===== src/cpu_pkg.sv =====
`default_nettype none

package cpu_pkg;

  typedef logic [31:0] word_t;
  typedef logic [3:0]  sel_t;
  typedef logic [3:0]  reg_addr_t;
  typedef logic [2:0]  ccr_t;

  // ccr bit positions
  localparam int CCR_CARRY = 2;
  localparam int CCR_LT    = 1; // negative xor overflow
  localparam int CCR_ZERO  = 0;

  typedef enum logic [3:0] {
    OP_ALU  = 4'h0,
    OP_LDI  = 4'h1,
    OP_LD   = 4'h2,
    OP_LDB  = 4'h3,
    OP_ST   = 4'h4,
    OP_STB  = 4'h5,
    OP_BR   = 4'h6,
    OP_HALT = 4'h7
  } opcode_t; // 4'h8 and up are illegal

  typedef struct packed {
    opcode_t     opcode; // 31:28
    reg_addr_t   ra;     // 27:24, condition for OP_BR
    reg_addr_t   rb;     // 23:20
    reg_addr_t   rc;     // 19:16
    logic [15:0] imm;    // signed, alu function in 2:0
  } instr_t;

  typedef enum logic [2:0] {
    ALU_ADD = 3'd0,
    ALU_SUB = 3'd1,
    ALU_AND = 3'd2,
    ALU_OR  = 3'd3,
    ALU_XOR = 3'd4,
    ALU_SHL = 3'd5,
    ALU_SHR = 3'd6
  } alu_func_t;

  typedef enum logic [1:0] {
    COND_ALWAYS = 2'd0,
    COND_EQ     = 2'd1,
    COND_NE     = 2'd2,
    COND_LT     = 2'd3
  } cond_t;

  typedef enum logic [1:0] {PC_HOLD, PC_NEXT, PC_REL} pc_sel_t;
  typedef enum logic {ALU2_B, ALU2_IMM} alu2_sel_t;
  typedef enum logic [1:0] {REG_ALU, REG_MDR, REG_IMM} reg_sel_t;
  typedef enum logic [1:0] {MDR_HOLD, MDR_B, MDR_DBUS} mdr_sel_t;

  typedef enum logic [2:0] {
    S_FETCH,
    S_DECODE,
    S_EXEC,
    S_MEM,
    S_WB,
    S_HALT
  } cpu_state_t;

endpackage

`default_nettype wire


===== src/cpu_ctrl_if.sv =====
`timescale 1ns/100ps
`default_nettype none

interface cpu_ctrl_if
  import cpu_pkg::*;
();

  pc_sel_t   pc_sel;
  logic      ir_write;
  logic      a_write;
  logic      b_write;
  alu_func_t alu_func;
  alu2_sel_t alu2_sel;
  logic      ccr_write;
  logic      mar_write;
  mdr_sel_t  mdr_sel;
  reg_sel_t  reg_sel;
  logic      reg_write;
  reg_addr_t reg_read1;
  reg_addr_t reg_read2;
  reg_addr_t reg_write_addr;
  logic      byte_access;
  word_t     ir;  // read back by control
  ccr_t      ccr;

  modport decode (
    output pc_sel, ir_write, a_write, b_write, alu_func, alu2_sel, ccr_write,
           mar_write, mdr_sel, reg_sel, reg_write, reg_read1, reg_read2,
           reg_write_addr, byte_access,
    input  ir, ccr
  );

  modport datapath (
    input  pc_sel, ir_write, a_write, b_write, alu_func, alu2_sel, ccr_write,
           mar_write, mdr_sel, reg_sel, reg_write, reg_read1, reg_read2,
           reg_write_addr, byte_access,
    output ir, ccr
  );

endinterface

`default_nettype wire


===== src/cpu_alu.sv =====
`timescale 1ns/100ps
`default_nettype none

module cpu_alu
  import cpu_pkg::*;
(
  input  word_t     in1_i,
  input  word_t     in2_i,
  input  alu_func_t func_i,
  output word_t     out_o,
  output logic      carry_o,
  output logic      negative_o,
  output logic      overflow_o,
  output logic      zero_o
);

  logic [32:0] wide; // carry out in bit 32

  always_comb
  begin
    wide       = '0;
    carry_o    = 1'b0;
    overflow_o = 1'b0;
    case (func_i)
      ALU_ADD:
      begin
        wide       = {1'b0, in1_i} + {1'b0, in2_i};
        carry_o    = wide[32];
        overflow_o = (in1_i[31] == in2_i[31]) && (wide[31] != in1_i[31]);
      end
      ALU_SUB:
      begin
        wide       = {1'b0, in1_i} - {1'b0, in2_i};
        carry_o    = wide[32]; // borrow
        overflow_o = (in1_i[31] != in2_i[31]) && (wide[31] != in1_i[31]);
      end
      ALU_AND: wide[31:0] = in1_i & in2_i;
      ALU_OR:  wide[31:0] = in1_i | in2_i;
      ALU_XOR: wide[31:0] = in1_i ^ in2_i;
      ALU_SHL: wide[31:0] = in1_i << in2_i[4:0];
      ALU_SHR: wide[31:0] = in1_i >> in2_i[4:0]; // logical
      default: wide = '0;
    endcase
  end

  assign out_o      = wide[31:0];
  assign negative_o = wide[31];
  assign zero_o     = (wide[31:0] == '0);

endmodule

`default_nettype wire


===== src/cpu_control.sv =====
`timescale 1ns/100ps
`default_nettype none

module cpu_control
  import cpu_pkg::*;
(
  input  logic            clk_i,
  input  logic            rst_i,
  cpu_ctrl_if.decode      ctrl,
  input  logic            ins_ack_i,
  input  logic            dat_ack_i,
  output logic            ins_cyc_o,
  output logic            ins_stb_o,
  output logic            dat_cyc_o,
  output logic            dat_stb_o,
  output logic            dat_we_o,
  output logic            halt_o
);

  cpu_state_t state;
  cpu_state_t state_next;
  instr_t     instr;
  logic       is_load;
  logic       is_store;
  logic       taken;
  logic       ins_req;
  logic       dat_req;
  logic       dat_wr;
  logic       ins_done;
  logic       dat_done;

  assign instr    = instr_t'(ctrl.ir);
  assign is_load  = (instr.opcode == OP_LD) || (instr.opcode == OP_LDB);
  assign is_store = (instr.opcode == OP_ST) || (instr.opcode == OP_STB);
  assign ins_done = ins_req && ins_ack_i; // ack only counts inside our own cycle
  assign dat_done = dat_req && dat_ack_i;

  always_comb
  begin
    case (cond_t'(instr.ra[1:0]))
      COND_EQ: taken = ctrl.ccr[CCR_ZERO];
      COND_NE: taken = !ctrl.ccr[CCR_ZERO];
      COND_LT: taken = ctrl.ccr[CCR_LT];
      default: taken = 1'b1;
    endcase
  end

  // selects that follow the instruction, not the state
  assign ctrl.alu_func       = (instr.opcode == OP_ALU) ? alu_func_t'(instr.imm[2:0]) : ALU_ADD;
  assign ctrl.alu2_sel       = (instr.opcode == OP_ALU) ? ALU2_B : ALU2_IMM;
  assign ctrl.reg_read1      = instr.rb;
  assign ctrl.reg_read2      = is_store ? instr.ra : instr.rc; // store data in ra
  assign ctrl.reg_write_addr = instr.ra;
  assign ctrl.byte_access    = (instr.opcode == OP_LDB) || (instr.opcode == OP_STB);
  assign ctrl.reg_sel        = (instr.opcode == OP_LDI) ? REG_IMM :
                               is_load ? REG_MDR : REG_ALU;

  always_comb
  begin
    state_next     = state;
    ctrl.pc_sel    = PC_HOLD;
    ctrl.ir_write  = 1'b0;
    ctrl.a_write   = 1'b0;
    ctrl.b_write   = 1'b0;
    ctrl.ccr_write = 1'b0;
    ctrl.mar_write = 1'b0;
    ctrl.mdr_sel   = MDR_HOLD;
    ctrl.reg_write = 1'b0;
    case (state)
      S_FETCH:
      begin
        if (ins_done)
        begin
          ctrl.ir_write = 1'b1;
          ctrl.pc_sel   = PC_NEXT;
          state_next    = S_DECODE;
        end
      end
      S_DECODE:
      begin
        case (instr.opcode)
          OP_ALU, OP_LDI, OP_LD, OP_LDB, OP_ST, OP_STB, OP_BR:
          begin
            ctrl.a_write = 1'b1;
            ctrl.b_write = 1'b1;
            state_next   = S_EXEC;
          end
          default: state_next = S_HALT; // OP_HALT and illegal opcodes
        endcase
      end
      S_EXEC:
      begin
        case (instr.opcode)
          OP_ALU:
          begin
            ctrl.ccr_write = 1'b1;
            state_next     = S_WB;
          end
          OP_LDI: state_next = S_WB;
          OP_LD, OP_LDB, OP_ST, OP_STB:
          begin
            ctrl.mar_write = 1'b1; // rb + imm
            if (is_store)
              ctrl.mdr_sel = MDR_B;
            state_next = S_MEM;
          end
          OP_BR:
          begin
            if (taken)
              ctrl.pc_sel = PC_REL;
            state_next = S_FETCH;
          end
          default: state_next = S_HALT;
        endcase
      end
      S_MEM:
      begin
        if (dat_done)
        begin
          if (is_load)
          begin
            ctrl.mdr_sel = MDR_DBUS;
            state_next   = S_WB;
          end
          else
            state_next = S_FETCH;
        end
      end
      S_WB:
      begin
        ctrl.reg_write = 1'b1;
        state_next     = S_FETCH;
      end
      default: state_next = S_HALT; // stays until reset
    endcase
  end

  // bus strobes come from flops so they are low out of reset
  always_ff @(posedge clk_i or posedge rst_i)
  begin
    if (rst_i)
    begin
      state   <= S_FETCH;
      ins_req <= 1'b0;
      dat_req <= 1'b0;
      dat_wr  <= 1'b0;
    end
    else
    begin
      state   <= state_next;
      ins_req <= (state_next == S_FETCH);
      dat_req <= (state_next == S_MEM);
      dat_wr  <= (state_next == S_MEM) && is_store;
    end
  end

  assign ins_cyc_o = ins_req;
  assign ins_stb_o = ins_req;
  assign dat_cyc_o = dat_req;
  assign dat_stb_o = dat_req;
  assign dat_we_o  = dat_wr;
  assign halt_o    = (state == S_HALT);

  // one access at a time across both buses
  a_one_bus: assert property (@(posedge clk_i) disable iff (rst_i)
    !((ins_cyc_o || ins_stb_o) && (dat_cyc_o || dat_stb_o)));

  a_halt_sticky: assert property (@(posedge clk_i) disable iff (rst_i)
    halt_o |=> halt_o);

endmodule

`default_nettype wire


===== src/cpu_core.sv =====
`timescale 1ns/100ps
`default_nettype none

module cpu_core
  import cpu_pkg::*;
#(
  parameter word_t START_ADDR = 32'h0000_0000
)
(
  input  logic  clk_i,
  input  logic  rst_i,
  output logic  ins_cyc_o,
  output logic  ins_stb_o,
  output word_t ins_adr_o,
  input  word_t ins_dat_i,
  input  logic  ins_ack_i,
  output logic  dat_cyc_o,
  output logic  dat_stb_o,
  output logic  dat_we_o,
  output word_t dat_adr_o,
  output sel_t  dat_sel_o,
  output word_t dat_dat_o,
  input  word_t dat_dat_i,
  input  logic  dat_ack_i,
  output logic  halt_o
);

  cpu_ctrl_if ctrl ();

  word_t pc, pc_next;
  word_t ir;
  word_t mar, mdr, mdr_next;
  word_t a, b;
  ccr_t  ccr, ccr_next;
  word_t ir_sval;
  word_t alu_in2, alu_out;
  word_t reg_data_in, reg_data1, reg_data2;
  word_t lane_load;
  logic  alu_carry, alu_negative, alu_overflow, alu_zero;

  assign ctrl.ir  = ir;
  assign ctrl.ccr = ccr;

  assign ir_sval   = {{16{ir[15]}}, ir[15:0]};
  assign ins_adr_o = pc;
  assign dat_adr_o = {mar[31:2], 2'b00}; // lanes picked by dat_sel_o

  always_comb
  begin
    case (ctrl.pc_sel)
      PC_NEXT: pc_next = pc + 32'd4;
      PC_REL:  pc_next = pc + {ir_sval[29:0], 2'b00} - 32'd4; // pc already advanced
      default: pc_next = pc;
    endcase
    case (ctrl.mdr_sel)
      MDR_B:    mdr_next = b;
      MDR_DBUS: mdr_next = lane_load;
      default:  mdr_next = mdr;
    endcase
    case (ctrl.reg_sel)
      REG_MDR: reg_data_in = mdr;
      REG_IMM: reg_data_in = ir_sval;
      default: reg_data_in = alu_out;
    endcase
    alu_in2  = (ctrl.alu2_sel == ALU2_B) ? b : ir_sval;
    ccr_next = ctrl.ccr_write ? {alu_carry, alu_negative ^ alu_overflow, alu_zero} : ccr;
  end

  always_ff @(posedge clk_i or posedge rst_i)
  begin
    if (rst_i)
    begin
      pc  <= START_ADDR;
      ir  <= '0;
      ccr <= '0;
    end
    else
    begin
      pc  <= pc_next;
      ccr <= ccr_next;
      if (ctrl.ir_write)
        ir <= ins_dat_i;
    end
  end

  always_ff @(posedge clk_i)
  begin
    mdr <= mdr_next;
    if (ctrl.mar_write)
      mar <= alu_out;
    if (ctrl.a_write)
      a <= reg_data1;
    if (ctrl.b_write)
      b <= reg_data2;
  end

  cpu_control i_cpu_control (
    .clk_i     (clk_i),
    .rst_i     (rst_i),
    .ctrl      (ctrl),
    .ins_ack_i (ins_ack_i),
    .dat_ack_i (dat_ack_i),
    .ins_cyc_o (ins_cyc_o),
    .ins_stb_o (ins_stb_o),
    .dat_cyc_o (dat_cyc_o),
    .dat_stb_o (dat_stb_o),
    .dat_we_o  (dat_we_o),
    .halt_o    (halt_o)
  );

  cpu_alu i_cpu_alu (
    .in1_i      (a),
    .in2_i      (alu_in2),
    .func_i     (ctrl.alu_func),
    .out_o      (alu_out),
    .carry_o    (alu_carry),
    .negative_o (alu_negative),
    .overflow_o (alu_overflow),
    .zero_o     (alu_zero)
  );

  cpu_regfile i_cpu_regfile (
    .clk_i        (clk_i),
    .rst_i        (rst_i),
    .read1_i      (ctrl.reg_read1),
    .read2_i      (ctrl.reg_read2),
    .write_addr_i (ctrl.reg_write_addr),
    .write_data_i (reg_data_in),
    .write_en_i   (ctrl.reg_write),
    .data1_o      (reg_data1),
    .data2_o      (reg_data2)
  );

  cpu_lane i_cpu_lane (
    .byte_i  (ctrl.byte_access),
    .align_i (mar[1:0]),
    .store_i (mdr),
    .load_i  (dat_dat_i),
    .sel_o   (dat_sel_o),
    .store_o (dat_dat_o),
    .load_o  (lane_load)
  );

  a_word_aligned: assert property (@(posedge clk_i) disable iff (rst_i)
    (dat_stb_o && !ctrl.byte_access) |-> (mar[1:0] == 2'b00));

endmodule

`default_nettype wire


===== src/cpu_lane.sv =====
`timescale 1ns/100ps
`default_nettype none

module cpu_lane
  import cpu_pkg::*;
(
  input  logic       byte_i,
  input  logic [1:0] align_i,
  input  word_t      store_i,
  input  word_t      load_i,
  output sel_t       sel_o,
  output word_t      store_o,
  output word_t      load_o
);

  logic [4:0] shift; // bit offset of the addressed lane

  assign shift = {align_i, 3'b000};

  always_comb
  begin
    if (byte_i)
    begin
      sel_o   = sel_t'(4'b0001 << align_i);
      store_o = {24'h000000, store_i[7:0]} << shift; // other lanes zero
      load_o  = {24'h000000, load_i[shift +: 8]};
    end
    else
    begin
      sel_o   = 4'hf;
      store_o = store_i;
      load_o  = load_i;
    end
  end

endmodule

`default_nettype wire


===== src/cpu_regfile.sv =====
`timescale 1ns/100ps
`default_nettype none

module cpu_regfile
  import cpu_pkg::*;
(
  input  logic      clk_i,
  input  logic      rst_i,
  input  reg_addr_t read1_i,
  input  reg_addr_t read2_i,
  input  reg_addr_t write_addr_i,
  input  word_t     write_data_i,
  input  logic      write_en_i,
  output word_t     data1_o,
  output word_t     data2_o
);

  word_t regs [16];

  always_ff @(posedge clk_i or posedge rst_i)
  begin
    if (rst_i)
    begin
      for (int i = 0; i < 16; i++)
        regs[i] <= '0;
    end
    else if (write_en_i && (write_addr_i != '0))
      regs[write_addr_i] <= write_data_i; // r0 stays zero
  end

  assign data1_o = (read1_i == '0) ? '0 : regs[read1_i];
  assign data2_o = (read2_i == '0) ? '0 : regs[read2_i];

  a_waddr_known: assert property (@(posedge clk_i) disable iff (rst_i)
    write_en_i |-> !$isunknown(write_addr_i));

endmodule

`default_nettype wire


===== config.mk =====
export PLATFORM = sky130hd
export DESIGN_NAME = cpu_core
export DESIGN_NICKNAME = d
export VERILOG_FILES = /design/src/cpu_pkg.sv /design/src/cpu_ctrl_if.sv /design/src/cpu_alu.sv /design/src/cpu_control.sv /design/src/cpu_core.sv /design/src/cpu_lane.sv /design/src/cpu_regfile.sv
export SDC_FILE = /design/constraint.sdc
export NUM_CORES = 2
export LEC_CHECK = 0
export BUFFER_PORTS_ARGS = -buffer_cell sky130_fd_sc_hd__buf_2
export CAP_MARGIN = 20
export CORE_ASPECT_RATIO = 0.6
export CORE_UTILIZATION = 40
export DETAILED_ROUTE_END_ITERATION = 7
export PLACE_DENSITY = 0.66
export SKIP_LAST_GASP = 1
export SLEW_MARGIN = 25
export SYNTH_ARGS = -nofsm -noshare
export SYNTH_HDL_FRONTEND = slang
export SYNTH_SLANG_ARGS = --single-unit

===== constraint.sdc =====
create_clock -name clk_i -period 24.9 [get_ports clk_i]
set_input_delay 3.735 -clock clk_i [delete_from_list [all_inputs] [get_ports clk_i]]
set_output_delay 3.735 -clock clk_i [all_outputs]
set_load 0.01 [all_outputs]

Word level (Yosys, flattened, before mapping) --
Cells that the tools add are included.
Storage, ports and cells: register bits 712, input port bits 68, logic and storage cells 150
Operators by class: magnitude comparators 4, multiplexer cells 47, equal/unequal tests 31, bitwise logic cells 7, add/sub/neg operators 5, shift-type cells 5, reduce and logical (&&, ||, !) cells 24
Operator list (count):
- $bwmux 512 | 1
- $bmux 32 s4 | 2
- $mux 32 | 8
- $pmux 32 s7 | 1
- $pmux 32 s2 | 3
- $demux 32 s4 | 1
- $add 32x32->32 | 2
- $add 32x3->32 const B | 1
- $and 32x32->32 | 1
- $logic_not 32->1 | 1
- $or 32x32->32 | 1
- $shiftx 32x6->8 | 1
- $shl 32x5->32 | 1
- $shl 8x5->32 | 1
- $shr 32x5->32 | 1
- $sub 32x3->32 const B | 1
- $sub 32x32->32 | 1
- $xor 32x32->32 | 1
- $eq 3x2->1 const B | 5
- $eq 3x3->1 const B | 5
- $ge 5x5->1 const B | 3
- $mux 3 | 5
- $not 4->5 | 3
- $pmux 3 s5 | 1
- other kinds (28) | 72

Logic depth before layout (Yosys ltp) --
depth after elaboration 7, gate-level depth with buffers 25

By module --
A second synthesis with hierarchy kept.
Second synthesis, totals: cells, all modules 4401, area total of the unflattened synthesis 46698.5 um^2
Modules (own cells, without submodules):
- cpu_regfile | cells an instance 1826, sequential area each 12011.5 um^2, area each 25233.0 um^2, instances 1
- cpu_core | cells an instance 1041, sequential area each 5470.2 um^2, area each 10672.7 um^2, instances 1
- cpu_alu | cells an instance 1322, sequential area each 0.0 um^2, area each 9354.0 um^2, instances 1
- cpu_lane | cells an instance 143, sequential area each 0.0 um^2, area each 842.1 um^2, instances 1
- cpu_control | cells an instance 69, sequential area each 150.1 um^2, area each 596.8 um^2, instances 1

Worst setup path after synthesis --
OpenSTA, ideal clock, no wires.
path type reg-to-reg, start point register ir[28] (netlist: ctrl.ir[28]), end point register i_cpu_control.ins_req (netlist: i_cpu_control.ins_cyc_o), library setup time 0.129 ns, data required time 24.771 ns, stages on the path, launching flop included 7, slack 18.540 ns, clock period less this slack 6.360 ns, arrival time 6.231 ns, cells stage by stage dfrtp_1 -> buf_2 -> clkbuf_1 -> a31oi_1 -> nor3b_1 -> nand2b_1 -> nor3_1
RTL lines:
- from (decl) | RTL line cpu_core.sv:31 | word_t ir;
- from (signal assigned) | RTL line cpu_core.sv:82 | ir <= ins_dat_i;
- $eq 4x3->1 (tied with other cells) | RTL line cpu_control.sv:81, cpu_control.sv:93
- $reduce_or 4->1 (tied with other cells) | RTL line cpu_control.sv:93 | case (instr.opcode)
- $pmux 3 s3 or $mux 3 (tied branches) | RTL line cpu_control.sv:93, cpu_control.sv:81
- $pmux 3 s5 (*) | RTL line cpu_control.sv:69 | case (state)
- net i_cpu_control.state_next[1] | RTL line cpu_control.sv:21 | cpu_state_t state_next;
- $logic_not 3->1 (*) | RTL line cpu_control.sv:151 | ins_req <= (state_next == S_FETCH);
- to (signal assigned) | RTL line cpu_control.sv:151
- to (decl) | RTL line cpu_control.sv:26 | logic ins_req;
The timed path passes the listed nets; every way through them passes the cells marked *. A chain may end at the register's enable or synchronous reset.

Worst setup path after layout --
start point register ir[29] (netlist: ctrl.ir[29]), end point register i_cpu_regfile.regs[156] (netlist name)
RTL lines:
- $logic_not 4->1 (*) | RTL line cpu_control.sv:49, cpu_control.sv:50
- $mux 32 or $mux 3 (tied branches) | RTL line cpu_core.sv:65, cpu_control.sv:49
- $sub 32x32->32 (tied with other cells) | RTL line cpu_alu.sv:33 | wide = {1'b0, in1_i} - {1'b0, in2_i};
- $pmux 32 s7 (*) | RTL line cpu_alu.sv:24 | case (func_i)
- net alu_out[28] | RTL line cpu_core.sv:36 | word_t alu_in2, alu_out;
- $pmux 32 s2 (*) | RTL line cpu_core.sv:60 | case (ctrl.reg_sel)
- $bwmux 512 (*) | RTL line cpu_regfile.sv:28 | regs[write_addr_i] <= write_data_i;
- to (signal, indexed assignment) | RTL line cpu_regfile.sv:28
- to (decl) | RTL line cpu_regfile.sv:18 | word_t regs [16];
Marks and branches as above.

==> flow_metrics.env <==
export IMPL_status="finished clean"
export IMPL_fin_area_um2=51500
export IMPL_cp_max_fo=37
export IMPL_grt_max_degree=171
export IMPL_ys_flop_type="dfrtp_1"
export IMPL_dp_cells=6695
export IMPL_coreArea_um2=115000
export IMPL_ant_nets=0
export IMPL_worstMarginPinSlew_ns=1.10
export IMPL_hold_violations=0
export IMPL_syn2layout_area_growth_pct=10.1
export IMPL_place_area_um2=48900
export IMPL_drc=0
export IMPL_worst_setup_path_start_kind="register"
export IMPL_dr_pass1_iters=7
export IMPL_max_vdd_ir_drop_mv=0.0479
export IMPL_grt_overflow=0
export IMPL_grt_antenna_before_repair=9
export IMPL_netlist_instances=5363
export IMPL_leakagePower_nw=20.9
export IMPL_avgRoutedWirePerCell_um=28.4
export IMPL_insertion_delay_ns=0.70
export IMPL_vias_per_cell=6.46
export IMPL_postCtsSetupBuffers=0
export IMPL_syn_area_per_cell_um2=8.72
export IMPL_wl_um=195000
export IMPL_min_path_type="reg -> reg"
export IMPL_instances_no_fill=6840
export IMPL_finalCritPeriodShare_pct=31.1
export IMPL_grt_use_total_pct=32.2
export IMPL_fmax_mhz=129
export IMPL_layout_nets=5484
export IMPL_max_slew_margin_pct=26.2
export IMPL_numCtsBuffers=71
export IMPL_clk_pin_slew_ns=0.07
export IMPL_clk_path_buf_depth=3
export IMPL_cts_sinks=710
export IMPL_hpwl_um=135000
export IMPL_fin_setup_tns_ns=0
export IMPL_crit_type="reg -> reg"
export IMPL_yosys_top_cells_count="nand2_1, dfrtp_1, nor2_1"
export IMPL_period_needed_ns=7.74
export IMPL_start_util_pct=40.6
export IMPL_netlist_area_leader_share_pct=31.1
export IMPL_yosys_cell_count_top_type="nand2_1"
export IMPL_synth_top_area_cell="dfrtp_1"
export IMPL_die_x_um=444
export IMPL_async_flop_share_pct=82.0
export IMPL_placementRows=96
export IMPL_power_density_nw_per_um2=46.3
export IMPL_cp_end_kind="register"
export IMPL_io_pins=174
export IMPL_tritoncts="done"
export IMPL_slew_viol_final=0
export IMPL_dieArea_um2=118000
export IMPL_vias=44200
export IMPL_synth_cell_types=101
export IMPL_rsz0062_at_grt="false"
export IMPL_synth_edf_count=128
export IMPL_die_h_um=267
export IMPL_skew_ns=0.0383
export IMPL_cp_arrival_ns=8.28
export IMPL_grt_pass1_wl_um=284000
export IMPL_cp_required_ns=25.44
export IMPL_drtIter0Drc=6728
export IMPL_setup_viol=0
export IMPL_cts_max_level=3
export IMPL_root_buffer="clkbuf_16"
export IMPL_cts_hold_buf=0
export IMPL_drive_gt1_share_pct=13.9
export IMPL_max_cap_violations=0
export IMPL_globalplace_congestion=1.07
export IMPL_seq_area_frac_synth_pct=39.3
export IMPL_first_global_vias=40300
export IMPL_yosysWarningCount=0
export IMPL_synth_area_um2=46800
export IMPL_cts_resized=0
export IMPL_synth_seq_cells=710
export IMPL_numPortBuffers=169
export IMPL_synth_area_top_cells="dfrtp_1, edfxtp_1, mux4_2"
routing by layer:
metal | wire (um) | vias to the layer above | track usage (%)
li1 | - | 19100 | -
met1 | 85100 | 21900 | 48.3
met2 | 76500 | 2899 | 42.8
met3 | 27300 | 303 | 11.2
met4 | 5520 | 14 | 9.14
met5 | 139 | - | 0.407
logic make-up after synthesis:
| family | after synthesis | synth area share (%) |
|---|---|---|
| other | 1 | 0.00801 |
| buffers and inverters | 726 | 6.06 |
| flip-flops | 710 | 39.3 |
| AO/OA/AOI/OAI | 1480 | 20.2 |
| multiplexers | 308 | 11.3 |
| AND/OR/NAND/NOR | 1940 | 18.0 |
| XOR/XNOR | 38 | 0.711 |
| adder cells (fa/ha/maj) | 160 | 4.31 |
power breakdown:
group	leakage (nW)	switching [mW]	total [mW]	internal (mW)
Combinational	10.9	0.0253	0.0315	0.00618
Clock	1.22	0.522	1.18	0.656
Sequential	8.77	0	1.18	1.18
Total	20.9	0.547	2.39	1.84
flip-flops by register name (all words and copies together), names as in the netlist:
register,flops
i_cpu_control.ins_cyc_o,1
ctrl.ir,32
mdr,32
i_cpu_control.dat_cyc_o,1
mar,32
a,32
b,32
i_cpu_control.state,3
i_cpu_regfile.regs,512
ccr,2
i_cpu_control.dat_we_o,1
ins_adr_o,30
final timing paths:
path	cells past startpoint	to	slack, ns	startpoint
worst max register to register	19	i_cpu_regfile.regs[156]	17.16	ctrl.ir[29]
worst max-delay path	19	i_cpu_regfile.regs[156]	17.16	ctrl.ir[29]
max in group asynchronous	6	i_cpu_regfile.regs[163]	18.53	rst_i
min in group asynchronous	2	i_cpu_regfile.regs[118]	3.17	rst_i
worst min-delay path	0	i_cpu_regfile.regs[499]	0.40	i_cpu_regfile.regs[499]
worst min register to register	0	i_cpu_regfile.regs[499]	0.40	i_cpu_regfile.regs[499]
cell type report:
type                    instances  area, um^2
flip-flops and latches        710       18400
multi-input cells            3930       25800
clock inverters                38         455
inverters                     239         906
clock buffers                  94        2030
diodes                          6        15.0
fillers                     11100       63700
well taps                    1519        1900
repair buffers                304        1950
critical path, cell delays in order (launching register included):
cell and delay [ns]:
dfrtp_1 0.61, or4_2 0.96, mux2i_4 0.21, buf_4 0.45, inv_2 0.07, ha_1 0.45, or4b_2 0.68, o2111ai_1 0.13
a22o_1 0.37, a31oi_1 0.17, buf_4 0.21, a311oi_1 0.72, nor2_1 0.26, o31ai_1 0.40, mux2_2 0.39, a221oi_1 0.46
inv_1 0.14, a221oi_2 0.43, clkbuf_4 0.32, o21ai_0 0.12
layout by cell type (no fill, tap or decap), drive strengths merged, types with 14 or more instances in the layout:
| cell | n |
|---|---|
| o211ai | 30 |
| o21bai | 17 |
| nand3 | 227 |
| mux4 | 168 |
| a21o | 40 |
| o31ai | 14 |
| a22oi | 42 |
| inv | 241 |
| nor4 | 17 |
| nor3 | 67 |
| dfrtp | 582 |
| mux2 | 61 |
| nand2 | 966 |
| nand2b | 30 |
| clkbuf | 97 |
| edfxtp | 128 |
| xnor2 | 25 |
| ha | 158 |
| o21a | 25 |
| mux2i | 79 |
| nand4 | 20 |
| o221ai | 27 |
| nor2b | 51 |
| o21ai | 427 |
| a221oi | 41 |
| a211o | 17 |
| and2 | 18 |
| clkinv | 26 |
| a31oi | 65 |
| buf | 301 |
| a21oi | 387 |
| a311oi | 101 |
| a211oi | 81 |
| nor2 | 410 |
| and3 | 75 |
| o22ai | 35 |
| or3 | 15 |
per-stage QoR:
stage               setup WS (ns)  power [mW]  hold WS (ns)  utilization, %
global placement            17.26        1.23         0.383            42.4
global route                17.05        2.44         0.412            44.7
floorplan                    4.88        1.22         0.446               -
detailed placement          17.21        1.23         0.385            42.5
CTS                         17.24        2.40         0.400            44.6
finish                      17.16        2.39         0.400            44.7
(Power assumes the default switching activity.)
